File: config.mk
export PLATFORM = sky130hd
export DESIGN_NAME = fdc
export DESIGN_NICKNAME = d
export VERILOG_FILES = /design/src/hw/fdc_disk_pkg.sv /design/src/hw/fdc_bus_pkg.sv /design/src/hw/fdc.sv /design/src/hw/wd_sector_fetch.sv /design/src/hw/wd_core.sv /design/src/hw/fdc_drive_latch.sv
export VERILOG_INCLUDE_DIRS = /design/src /design/src/hw
export SDC_FILE = /design/constraint.sdc
export NUM_CORES = 2
export LEC_CHECK = 0
export BUFFER_PORTS_ARGS = -buffer_cell sky130_fd_sc_hd__buf_2
export CORE_MARGIN = 5
export CORE_UTILIZATION = 60
export DETAILED_ROUTE_END_ITERATION = 10
export GPL_ROUTABILITY_DRIVEN = 0
export PLACE_DENSITY = 0.76
export REMOVE_ABC_BUFFERS = 1
export SYNTH_ARGS = -nofsm -noshare
export SYNTH_HDL_FRONTEND = slang
export SYNTH_SLANG_ARGS = --single-unit
File: constraint.sdc
create_clock -name reset -period 7.05 [get_ports reset]
set_input_delay 0.705 -clock reset [delete_from_list [all_inputs] [get_ports reset]]
set_output_delay 0.705 -clock reset [all_outputs]
set_load 0.01 [all_outputs]
File: src/hw/fdc_config.svh
`ifndef FDC_CONFIG_SVH
`define FDC_CONFIG_SVH

// disk image geometry, single density layout with 256 byte sectors
`define FDC_SECTORS_PER_TRACK 10
`define FDC_SIDES             2
`define FDC_SECTOR_BYTES      256
`define FDC_TRACKS            80

// cycles the testbench allows for one line of the test file
`define FDC_TEST_CYCLES       3000

`endif
File: src/hw/fdc_disk_pkg.sv
`default_nettype none

package fdc_disk_pkg;

   typedef logic [6:0] track_t;
   typedef logic [7:0] sector_t;
   typedef logic [7:0] byte_t;

   // command classes the controller knows about
   typedef enum logic [2:0] {
      cmd_restore,
      cmd_seek,
      cmd_read_sector,
      cmd_force_int,
      cmd_unsupported
   } wd_cmd_e;

   // top nibble selects the command, multi-sector bit is ignored
   function automatic wd_cmd_e decode_cmd(input byte_t cmd);
      wd_cmd_e kind;
      casez (cmd)
         8'b0000_????: kind = cmd_restore;
         8'b0001_????: kind = cmd_seek;
         8'b100?_????: kind = cmd_read_sector;
         8'b1101_????: kind = cmd_force_int;
         default:      kind = cmd_unsupported;
      endcase
      return kind;
   endfunction

endpackage

`default_nettype wire

File: src/hw/fdc_bus_pkg.sv
`default_nettype none

package fdc_bus_pkg;

   // controller register select, taken from addr[1:0]
   typedef enum logic [1:0] {
      reg_status_cmd = 2'd0,
      reg_track      = 2'd1,
      reg_sector     = 2'd2,
      reg_data       = 2'd3
   } wd_reg_e;

   // bit positions in the controller status byte
   typedef enum logic [2:0] {
      st_busy             = 3'd0,
      st_drq              = 3'd1,
      st_lost_data        = 3'd2,
      st_crc              = 3'd3,
      st_record_not_found = 3'd4,
      st_track0           = 3'd5,
      st_write_protect    = 3'd6,
      st_not_ready        = 3'd7
   } status_bit_e;

   // offsets inside the 4 KB I/O window
   localparam logic [11:0] io_wd_base = 12'hff8;
   localparam logic [11:0] io_side    = 12'hffc;
   localparam logic [11:0] io_drive   = 12'hffd;
   localparam logic [11:0] io_status  = 12'hfff;

endpackage

`default_nettype wire

File: src/hw/fdc.sv
`default_nettype none
`timescale 1ns/1ps

module fdc
   import fdc_bus_pkg::*;
   import fdc_disk_pkg::*;
(
   input  logic        reset,
   input  logic        clk,
   input  logic        clk_en,
   input  logic        cs,
   input  logic [13:0] addr,
   input  logic [7:0]  d_from_cpu,
   output logic [7:0]  d_to_cpu,
   output logic        output_en,
   input  logic        rd,
   input  logic        wr,
   input  logic        img_mounted,
   input  logic [31:0] img_size,
   input  logic        img_readonly,
   output logic [31:0] sd_lba,
   output logic        sd_rd,
   input  logic        sd_ack,
   input  logic [8:0]  sd_buff_addr,
   input  logic [7:0]  sd_buff_dout,
   input  logic        sd_buff_wr
);

   logic    io_en;
   logic    wd_sel;
   logic    side_sel;
   logic    drive_sel_en;
   logic    status_sel;
   logic    side;
   logic    motor_on;
   logic    fdd_ready;
   logic    drq;
   logic    intrq;
   logic    fetch_start;
   logic    fetch_side;
   logic    fetch_done;
   logic    byte_take;
   logic [1:0] drive_sel;
   byte_t   wd_rdata;
   byte_t   byte_data;
   track_t  fetch_track;
   sector_t fetch_sector;

   assign io_en        = cs & (addr[13:12] == 2'b11);
   assign wd_sel       = io_en & (addr[11:2] == io_wd_base[11:2]);
   assign side_sel     = io_en & (addr[11:0] == io_side);
   assign drive_sel_en = io_en & (addr[11:0] == io_drive);
   assign status_sel   = io_en & (addr[11:0] == io_status);

   // read mux, everything outside the active offsets floats high
   assign {output_en, d_to_cpu} = status_sel   ? {1'b1, ~drq, ~intrq, 6'b111111}     :
                                  side_sel     ? {1'b1, 7'b1111111, ~side}           :
                                  drive_sel_en ? {1'b1, motor_on, 5'b11110, ~drive_sel} :
                                  wd_sel       ? {1'b1, wd_rdata}                    :
                                                 9'h0ff;

   fdc_drive_latch i_drive_latch (
      .reset       (reset),
      .clk         (clk),
      .img_mounted (img_mounted),
      .img_size    (img_size),
      .side_wr     (side_sel & clk_en & wr),
      .drive_wr    (drive_sel_en & clk_en & wr),
      .wdata       (d_from_cpu),
      .side        (side),
      .drive_sel   (drive_sel),
      .motor_on    (motor_on),
      .fdd_ready   (fdd_ready)
   );

   wd_core i_wd_core (
      .reset        (reset),
      .clk          (clk),
      .clk_en       (clk_en),
      .sel          (wd_sel),
      .rd           (rd),
      .wr           (wr),
      .reg_sel      (wd_reg_e'(addr[1:0])),
      .wdata        (d_from_cpu),
      .rdata        (wd_rdata),
      .drq          (drq),
      .intrq        (intrq),
      .fdd_ready    (fdd_ready),
      .write_prot   (img_readonly),
      .side         (side),
      .fetch_start  (fetch_start),
      .fetch_track  (fetch_track),
      .fetch_side   (fetch_side),
      .fetch_sector (fetch_sector),
      .fetch_done   (fetch_done),
      .byte_take    (byte_take),
      .byte_data    (byte_data)
   );

   wd_sector_fetch i_sector_fetch (
      .reset        (reset),
      .clk          (clk),
      .fetch_start  (fetch_start),
      .fetch_track  (fetch_track),
      .fetch_side   (fetch_side),
      .fetch_sector (fetch_sector),
      .fetch_done   (fetch_done),
      .byte_take    (byte_take),
      .byte_data    (byte_data),
      .sd_lba       (sd_lba),
      .sd_rd        (sd_rd),
      .sd_ack       (sd_ack),
      .sd_buff_addr (sd_buff_addr),
      .sd_buff_dout (sd_buff_dout),
      .sd_buff_wr   (sd_buff_wr)
   );

endmodule

`default_nettype wire

File: src/hw/wd_sector_fetch.sv
`default_nettype none
`timescale 1ns/1ps
`include "fdc_config.svh"

module wd_sector_fetch
   import fdc_disk_pkg::*;
(
   input  logic        reset,
   input  logic        clk,
   input  logic        fetch_start,
   input  track_t      fetch_track,
   input  logic        fetch_side,
   input  sector_t     fetch_sector,
   output logic        fetch_done,
   input  logic        byte_take,
   output byte_t       byte_data,
   output logic [31:0] sd_lba,
   output logic        sd_rd,
   input  logic        sd_ack,
   input  logic [8:0]  sd_buff_addr,
   input  byte_t       sd_buff_dout,
   input  logic        sd_buff_wr
);

   typedef enum logic [1:0] {f_idle, f_req, f_ack} fstate_e;

   fstate_e     state;
   logic [11:0] sec_index;
   logic [31:0] next_lba;
   logic        next_half;
   logic        req_half;
   logic        pending;
   logic [7:0]  rd_ptr;
   byte_t       ram [`FDC_SECTOR_BYTES];

   // two sectors share one 512 byte block
   assign sec_index = (12'(fetch_track) * 12'(`FDC_SIDES) + 12'(fetch_side))
                      * 12'(`FDC_SECTORS_PER_TRACK) + 12'(fetch_sector) - 12'd1;

   always_ff @(posedge reset) begin
      if (fetch_start) begin
         next_lba  <= 32'(sec_index[11:1]);
         next_half <= sec_index[0];
      end
      if (state == f_idle && pending) begin
         sd_lba   <= next_lba;
         req_half <= next_half;
      end
      if (sd_ack && sd_buff_wr && state != f_idle && sd_buff_addr[8] == req_half) begin
         ram[sd_buff_addr[7:0]] <= sd_buff_dout;
      end
      byte_data <= ram[byte_take ? rd_ptr + 8'd1 : rd_ptr];
   end

   // a start that lands mid-transfer reruns the request once the block is in
   always_ff @(posedge reset or posedge clk) begin
      if (clk) begin
         state      <= f_idle;
         pending    <= 1'b0;
         sd_rd      <= 1'b0;
         fetch_done <= 1'b0;
         rd_ptr     <= '0;
      end else begin
         fetch_done <= 1'b0;
         case (state)
            f_idle: begin
               if (pending) begin
                  pending <= 1'b0;
                  sd_rd   <= 1'b1;
                  state   <= f_req;
               end
            end
            f_req: begin
               if (sd_ack) begin
                  sd_rd <= 1'b0;
                  state <= f_ack;
               end
            end
            default: begin
               if (!sd_ack) begin
                  fetch_done <= !pending && !fetch_start;
                  state      <= f_idle;
               end
            end
         endcase
         if (fetch_start) begin
            pending <= 1'b1;
            rd_ptr  <= '0;
         end else if (byte_take) begin
            rd_ptr <= rd_ptr + 8'd1;
         end
      end
   end

endmodule

`default_nettype wire

File: src/hw/wd_core.sv
`default_nettype none
`timescale 1ns/1ps
`include "fdc_config.svh"

module wd_core
   import fdc_bus_pkg::*;
   import fdc_disk_pkg::*;
(
   input  logic    reset,
   input  logic    clk,
   input  logic    clk_en,
   input  logic    sel,
   input  logic    rd,
   input  logic    wr,
   input  wd_reg_e reg_sel,
   input  byte_t   wdata,
   output byte_t   rdata,
   output logic    drq,
   output logic    intrq,
   input  logic    fdd_ready,
   input  logic    write_prot,
   input  logic    side,
   output logic    fetch_start,
   output track_t  fetch_track,
   output logic    fetch_side,
   output sector_t fetch_sector,
   input  logic    fetch_done,
   output logic    byte_take,
   input  byte_t   byte_data
);

   typedef enum logic [1:0] {s_idle, s_step, s_fetch, s_xfer} state_e;

   state_e     state;
   wd_cmd_e    cmd_r;
   wd_cmd_e    cmd_in;
   track_t     track_r;
   track_t     seek_track;
   sector_t    sector_r;
   byte_t      data_r;
   byte_t      status_byte;
   logic       busy;
   logic       rnf;
   logic [7:0] byte_cnt;
   logic       cpu_rd;
   logic       cpu_wr;
   logic       cmd_wr;
   logic       sector_ok;

   assign cpu_rd    = clk_en & sel & rd;
   assign cpu_wr    = clk_en & sel & wr;
   assign cmd_wr    = cpu_wr & (reg_sel == reg_status_cmd);
   assign cmd_in    = decode_cmd(wdata);
   assign byte_take = cpu_rd & (reg_sel == reg_data) & drq;
   assign sector_ok = (sector_r != 8'd0) && (sector_r <= 8'(`FDC_SECTORS_PER_TRACK));

   // head stops at the last track
   assign seek_track = (data_r < 8'(`FDC_TRACKS)) ? track_t'(data_r)
                                                  : track_t'(`FDC_TRACKS - 1);

   assign fetch_track  = track_r;
   assign fetch_side   = side;
   assign fetch_sector = sector_r;

   always_ff @(posedge reset or posedge clk) begin
      if (clk) begin
         state       <= s_idle;
         cmd_r       <= cmd_unsupported;
         track_r     <= '0;
         sector_r    <= '0;
         data_r      <= '0;
         busy        <= 1'b0;
         drq         <= 1'b0;
         intrq       <= 1'b0;
         rnf         <= 1'b0;
         byte_cnt    <= '0;
         fetch_start <= 1'b0;
      end else begin
         fetch_start <= 1'b0;
         if (cpu_rd && reg_sel == reg_status_cmd) begin
            intrq <= 1'b0;
         end
         if (cpu_wr) begin
            case (reg_sel)
               reg_track:  track_r  <= track_t'(wdata);
               reg_sector: sector_r <= wdata;
               reg_data:   data_r   <= wdata;
               default:    ;
            endcase
         end
         // last byte handed out stays readable in the data register
         if (byte_take) begin
            data_r <= byte_data;
         end

         case (state)
            s_step: begin
               if (clk_en) begin
                  if (busy && cmd_r == cmd_restore) begin
                     track_r <= '0;
                  end
                  if (busy && cmd_r == cmd_seek) begin
                     track_r <= seek_track;
                  end
                  busy  <= 1'b0;
                  intrq <= 1'b1;
                  state <= s_idle;
               end
            end
            s_fetch: begin
               if (fetch_done) begin
                  drq      <= 1'b1;
                  byte_cnt <= '0;
                  state    <= s_xfer;
               end
            end
            s_xfer: begin
               if (byte_take) begin
                  drq      <= 1'b0;
                  byte_cnt <= byte_cnt + 8'd1;
                  if (byte_cnt == 8'(`FDC_SECTOR_BYTES - 1)) begin
                     busy  <= 1'b0;
                     intrq <= 1'b1;
                     state <= s_idle;
                  end
               end else if (!drq) begin
                  // rearm one cycle after each byte is taken
                  drq <= 1'b1;
               end
            end
            default: ;
         endcase

         // a new command wins over whatever the state machine did above
         if (cmd_wr && (!busy || cmd_in == cmd_force_int)) begin
            cmd_r <= cmd_in;
            intrq <= 1'b0;
            rnf   <= 1'b0;
            drq   <= 1'b0;
            case (cmd_in)
               cmd_force_int: begin
                  busy  <= 1'b0;
                  intrq <= 1'b1;
                  state <= s_idle;
               end
               cmd_restore, cmd_seek: begin
                  busy  <= fdd_ready;
                  state <= s_step;
               end
               cmd_read_sector: begin
                  if (!fdd_ready) begin
                     state <= s_step;
                  end else if (!sector_ok) begin
                     rnf   <= 1'b1;
                     state <= s_step;
                  end else begin
                     busy        <= 1'b1;
                     fetch_start <= 1'b1;
                     state       <= s_fetch;
                  end
               end
               default: state <= s_step;
            endcase
         end
      end
   end

   // no write path, so lost data and crc never assert
   always_comb begin
      status_byte                      = '0;
      status_byte[st_busy]             = busy;
      status_byte[st_drq]              = drq;
      status_byte[st_lost_data]        = 1'b0;
      status_byte[st_crc]              = 1'b0;
      status_byte[st_record_not_found] = rnf;
      status_byte[st_track0]           = (track_r == '0);
      status_byte[st_write_protect]    = write_prot;
      status_byte[st_not_ready]        = ~fdd_ready;
   end

   always_comb begin
      case (reg_sel)
         reg_status_cmd: rdata = status_byte;
         reg_track:      rdata = {1'b0, track_r};
         reg_sector:     rdata = sector_r;
         default:        rdata = drq ? byte_data : data_r;
      endcase
   end

endmodule

`default_nettype wire

File: src/hw/fdc_drive_latch.sv
`default_nettype none
`timescale 1ns/1ps

module fdc_drive_latch
   import fdc_disk_pkg::*;
(
   input  logic        reset,
   input  logic        clk,
   input  logic        img_mounted,
   input  logic [31:0] img_size,
   input  logic        side_wr,
   input  logic        drive_wr,
   input  byte_t       wdata,
   output logic        side,
   output logic [1:0]  drive_sel,
   output logic        motor_on,
   output logic        fdd_ready
);

   logic mounted;

   // the host pulses img_mounted on insert and on eject
   always_ff @(posedge reset or posedge clk) begin
      if (clk) begin
         mounted   <= 1'b0;
         side      <= 1'b0;
         drive_sel <= 2'b00;
         motor_on  <= 1'b0;
      end else begin
         if (img_mounted) begin
            mounted <= (img_size != 32'd0);
         end
         if (side_wr) begin
            side <= wdata[0];
         end
         if (drive_wr) begin
            drive_sel <= wdata[1:0];
            motor_on  <= wdata[7];
         end
      end
   end

   // only drive 0 has an image behind it
   assign fdd_ready = mounted & motor_on & (drive_sel == 2'b00);

endmodule

`default_nettype wire

* Word level (Yosys, flattened, before mapping) *
Memories as Yosys holds them, arrays and structs flattened. A register that Yosys moved wholly into a read port is not among the register bits.
Cells that the tools add are included.

word-level totals
  bits in registers = 83
  bits in writable memories = 2,048
  output and inout port bits = 42
  word-level logic and storage cells = 195
  memories = 1

operators by class
  add/subtract/negate cells = 5
  $mul = 1
  $lt $le $gt $ge = 2
  equality and inequality tests = 30
  multiplexer cells = 70
  bitwise logic cells = 22
  reduce and logical (&&, ||, !) cells = 40

memory list
  name                words  bits a word  rd ports  clocked after memory_dff  write ports  line                   source
  i_sector_fetch.ram  256    8            1         1                         1            wd_sector_fetch.sv:34  byte_t ram [`FDC_SECTOR_BYTES];

operator list
  operator                                                         count
  2-to-1 mux 8 bit                                                 8
  2-to-1 mux 7 bit                                                 7
  equality test 12 bit (second input constant)                     3
  2-to-1 mux 9 bit                                                 4
  nonzero test 32 bit                                              1
  2-to-1 mux 1 bit                                                 30
  case mux 8 bit (3 select lines)                                  1
  2-to-1 mux 2 bit                                                 10
  AND 1 bit                                                        17
  adder 8 x 1 -> 8 bit (second input constant)                     2
  case mux 8 bit (2 select lines)                                  1
  adder 12 x 8 -> 12 bit                                           1
  multiplier 12 x 3 -> 11 bit (second input constant)              1
  inequality test 3 x 1 -> 1 bit (second input constant)           4
  case mux 3 bit (4 select lines)                                  1
  nonzero test 2 bit                                               6
  subtractor 12 x 1 -> 12 bit (second input constant)              1
  equality test 10 bit (second input constant)                     1
  equality test 2 bit (second input constant)                      5
  logical AND 1 bit                                                10
  adder 8 x 1 -> 9 bit                                             1
  AND reduction 3 bit                                              3
  equality test 8 bit (second input constant)                      1
  less-or-equal comparator 8 x 4 -> 1 bit (second input constant)  1
  29 further kinds                                                 50

* Logic depth before layout (Yosys ltp) *
  word-level depth = 13
  gate-level depth with buffers = 17
  depth with buffers taken out = 17

* Cells and area by module *
Synthesis repeated with hierarchy kept, for this count alone.

unflattened totals
  cells, all modules = 4,127
  area total of the unflattened synthesis = 83,954.3 sq um

by module, submodules not included
  module           times used  cells an instance  area an instance (sq um)  seq. area each (sq um)
  wd_sector_fetch  1           3,821              80,998.9                  62,705.1
  wd_core          1           244                2,411.1                   1,027.2
  fdc              1           37                 272.8                     0.0
  fdc_drive_latch  1           25                 271.5                     125.1

* Worst setup path after synthesis *
No wires, ideal clock.

  path kind = input to register
  start point = input port addr[0]
  end point = register i_sector_fetch.byte_data[0] (read register of i_sector_fetch.ram)
  library setup time = 0.136 ns
  arrival = 3.298 ns
  setup slack = 3.616 ns
  stages = 15
  buffers on the path = 5
  cell sequence = buf_4 > nand2_1 > or4_1 > buf_4 > o21ai_4 > nand2_4 > buf_6 > buf_6 > buf_2 > nand2_1 > nand3_1 > a31oi_1 > o21ai_0 > a2111oi_0 > nor4b_2

on the way
  cells in the longest elaborated chain, start to end = 4

ends and longest elaborated chain
  what                     line                   source
  from (decl)              fdc.sv:12              input logic [13:0] addr,
  equality test 2 bit      wd_core.sv:54          assign byte_take = cpu_rd & (reg_sel == reg_data) & drq;
  AND 1 bit (2 in series)  wd_core.sv:54
  2-to-1 mux 8 bit         wd_sector_fetch.sv:52  byte_data <= ram[byte_take ? rd_ptr + 8'd1 : rd_ptr];
  to (decl)                wd_sector_fetch.sv:16  output byte_t byte_data,

Every way passes these cells.
A chain may end at the register's enable or synchronous reset.

* Final worst setup path *
  start point = register i_wd_core.drq
  end point = register i_sector_fetch.byte_data[4] (read register of i_sector_fetch.ram)

on the way
  cells in the longest elaborated chain, start to end = 2

ends and longest elaborated chain
  what                    line                   source
  from (decl)             wd_core.sv:18          output logic drq,
  from (signal assigned)  wd_core.sv:73          drq <= 1'b0;
  from (signal assigned)  wd_core.sv:112         drq <= 1'b1;
  from (signal assigned)  wd_core.sv:119         drq <= 1'b0;
  AND 1 bit               wd_core.sv:54
  2-to-1 mux 8 bit        wd_sector_fetch.sv:52

Every way passes these cells.

==> flow_summary.yaml <==
run_status:
  status: "completed"
detailed_routing:
  wirelength_um: 256000
  wl_per_cell_um: 29.6
  vias: 58806
  viasPerCell: 6.80
  first_iter_violations: 8952
  drcViolationCount: 0
  drt_first_pass_iters: 8
  antenna_left: 0
clocking:
  htreeDepth: 4
  cts_buffer_depth: 3
  clock-sinks: 2139
  clock-root-buffer: "clkbuf_16"
  postCtsSetupBuffers: 0
  cts_resized: 0
  cts_tree: "done"
  cts_hold_buf: 0
  path_clk_slew_ps: 60
  clk_latency_ps: 840
  cts_buffers: 206
floorplan:
  rows: 141
  core_um2: 147000
  initial_core_util_pct: 60.2
  die_area_um2: 156000
  die_h_um: 395
  die_w_um: 395
  io_pins: 123
cells_and_area:
  final_nets: 6641
  fin_cells: 8648
  layout_commonest_cell: "edfxtp_1"
  layout_common_cells: "edfxtp_1 (2072), nand2_1 (1389), nand3_1 (390), nor2_1 (329), mux2i_1 (250)"
  fill_cells: 10010
  synthToLayoutAreaGrowth_pct: 9.76
  drive_above_1_share_pct: 9.59
timing:
  worst_slack_ps: 862
  period_needed_ps: 6190
  hold_viol: 0
  relSlewSlack_pct: 8.95
  period_share_pct: 87.8
  slew_viol_final: 0
  rsz0062_at_grt: "false"
  clock.fmax_mhz: 162
  setup_viol: 0
  worst_clock_skew_ps: 32.4
  tightestPinTransition_ps: 1370
logic_synthesis:
  synth_edf_count: 2072
  synth_compound_area_share_pct: 7.30
  yosysWarnings: 0
  yosys.area_share.simple_pct: 12.7
  synthCells: 6525
  syn_area_per_cell_um2: 13.6
  synth_cell_types: 93
  synth_top_family_by_area: "simple AND/OR/NAND/NOR gates"
  synth_fa_ha_area_share_pct: 0.482
  synthXorXnorAreaFrac_pct: 0.286
  async_flop_share_pct: 2.76
  synthFlopType: "edfxtp_1"
  synthesis.area_um2: 88800
  synth-seq-cells: 2139
  yosysSeqAreaShare_pct: 71.9
  synth.area.mux_share_pct: 4.35
place:
  io_buffer_count: 101
  placed_cells: 8249
  hpwl_um: 152000
  post-place-ws_ps: 935
worst_setup_path:
  endpoint_kind: "register"
  cp.required_ps: 7700
  crit_path_start: "i_wd_core.drq"
  worstSetupPathType: "reg -> reg"
  worstSetupStartpointType: "register"
  worst-endpoint-arrival_ps: 6830
  critPathMaxFanout: 73
  timing.rr.start: "i_wd_core.drq"
power_and_ir_drop:
  p_leak_nw: 31.9
  p_per_area_nw_per_um2: 255
  ir_drop_v: 0.000244
global_routing:
  grt_pass1_vias: 56302
  antenna_found_initial: 15
  grtUsageTotal_pct: 32.2
  grt_max_degree: 161
  grt.overflow.total: 0
  grt_pass1_wl_um: 373000
job:
  drv_cap: 0
worst_hold_path:
  hold_class: "in -> async"
[final timing paths]
| check | to | slack, ps | cells past startpoint |
|---|---|---|---|
| max | i_sector_fetch.byte_data[4] | 860 | 12 |
| min | i_wd_core.byte_cnt[5] | 110 | 3 |
| max reg2reg | i_sector_fetch.byte_data[4] | 860 | 12 |
| min reg2reg | i_sector_fetch.sd_lba[5] | 420 | 0 |
| max in group asynchronous | i_sector_fetch.rd_ptr[0] | 6250 | 3 |
| min in group reset | i_drive_latch.mounted | 130 | 3 |
[stage by stage]
step           hold WS [ps]  cell area [um^2]  TNS (ps)  util (%)  total power, mW
5_1_grt                 139             97400         0      66.0             25.4
3_5_place_dp            405             91000         0      61.7             14.5
6_report                115             97400         0      66.1             24.9
3_3_place_gp            403             91000         0      61.7             14.5
2_1_floorplan           400             86400    -69470         -             14.2
4_1_cts                83.5             97400         0      66.0             24.9
[final cells by class]
type,count,area (um^2),share of cell area [%]
clock inverter,107,833,0.855
antenna,13,32.5,0.0334
tap,1930,2410,2.48
sequential,2139,63900,65.5
inverter,49,184,0.189
clock buffer,279,5610,5.75
timing repair buffer,232,1910,1.96
multi-input combinational,3899,22600,23.2
[flip-flops by register name (all words and copies together), names as in the netlist, 2 cells and up]
name,cells
i_drive_latch.drive_sel,2
i_sector_fetch.byte_data,8
i_sector_fetch.next_lba,11
i_sector_fetch.ram,2048
i_sector_fetch.rd_ptr,8
i_sector_fetch.sd_lba,11
i_sector_fetch.state,2
i_wd_core.byte_cnt,8
i_wd_core.cmd_r,3
i_wd_core.data_r,8
i_wd_core.fetch_sector,8
i_wd_core.fetch_track,7
i_wd_core.state,2
[cell families (layout without fill, tap and decap cells)]
| group | count (synthesis) | count (layout) |
|---|---|---|
| AO/OA/AOI/OAI | 924 | 924 |
| XOR/XNOR | 29 | 29 |
| adder cells (fa/ha/maj) | 33 | 33 |
| buffers and inverters | 507 | 667 |
| flip-flops | 2139 | 2139 |
| multiplexers | 323 | 323 |
| other | 1 | 34 |
| AND/OR/NAND/NOR | 2569 | 2569 |
[cells in the mapped netlist, types with 11 or more instances]
| cell | count | area (um^2) |
|---|---|---|
| a2111oi_0 | 11 | 96.3 |
| a211oi_1 | 78 | 586 |
| a21oi_1 | 130 | 651 |
| a221oi_1 | 13 | 114 |
| a22oi_1 | 20 | 150 |
| a311oi_1 | 66 | 578 |
| a31oi_1 | 94 | 588 |
| a32oi_1 | 131 | 1150 |
| and3_1 | 110 | 688 |
| buf_1 | 28 | 105 |
| buf_2 | 179 | 896 |
| buf_4 | 78 | 586 |
| buf_6 | 19 | 214 |
| clkbuf_1 | 152 | 571 |
| dfrtp_1 | 58 | 1450 |
| edfxtp_1 | 2072 | 62200 |
| ha_1 | 31 | 388 |
| inv_1 | 48 | 180 |
| mux2_2 | 26 | 293 |
| mux2i_1 | 250 | 2500 |
| mux4_2 | 46 | 1040 |
| nand2_1 | 1391 | 5220 |
| nand3_1 | 392 | 1960 |
| nand4_1 | 98 | 613 |
| nor2_1 | 332 | 1250 |
| nor2b_1 | 53 | 332 |
| nor3_1 | 96 | 480 |
| nor4_1 | 32 | 200 |
| o2111ai_1 | 16 | 140 |
| o21ai_0 | 92 | 460 |
| o22ai_1 | 174 | 1090 |
| or3_1 | 17 | 106 |
| xnor2_1 | 17 | 149 |
| xor2_1 | 12 | 105 |
[layer usage]
layer	part of all wire (%)	wire [um]	GRT usage, %	vias to the layer above
li1	-	-	-	24773
met1	35	88700	42.8	28678
met2	45	115000	48.5	4440
met3	14	35800	9.20	899
met4	6.5	16700	17.8	16
met5	0.040	103	0	-
[worst max-delay path: stages (launching register included)]
cell	delay [ps]
dfrtp_1	710
nand4b_2	410
or4_1	800
o21ai_4	520
buf_4	810
nand4_1	560
buf_4	400
a21oi_1	170
a32oi_1	80
nand4_1	120
nand4_1	290
nor3_1	980
a2111oi_2	100
[report_power, final]
group / switching (mW) / total [mW] / internal [mW]
Combinational: 0.291 / 0.330 / 0.0392
Sequential: 0.0000905 / 13.9 / 13.9
Clock: 4.73 / 10.6 / 5.87
Total: 5.02 / 24.9 / 19.8
Power figures use the tool's default switching activity.
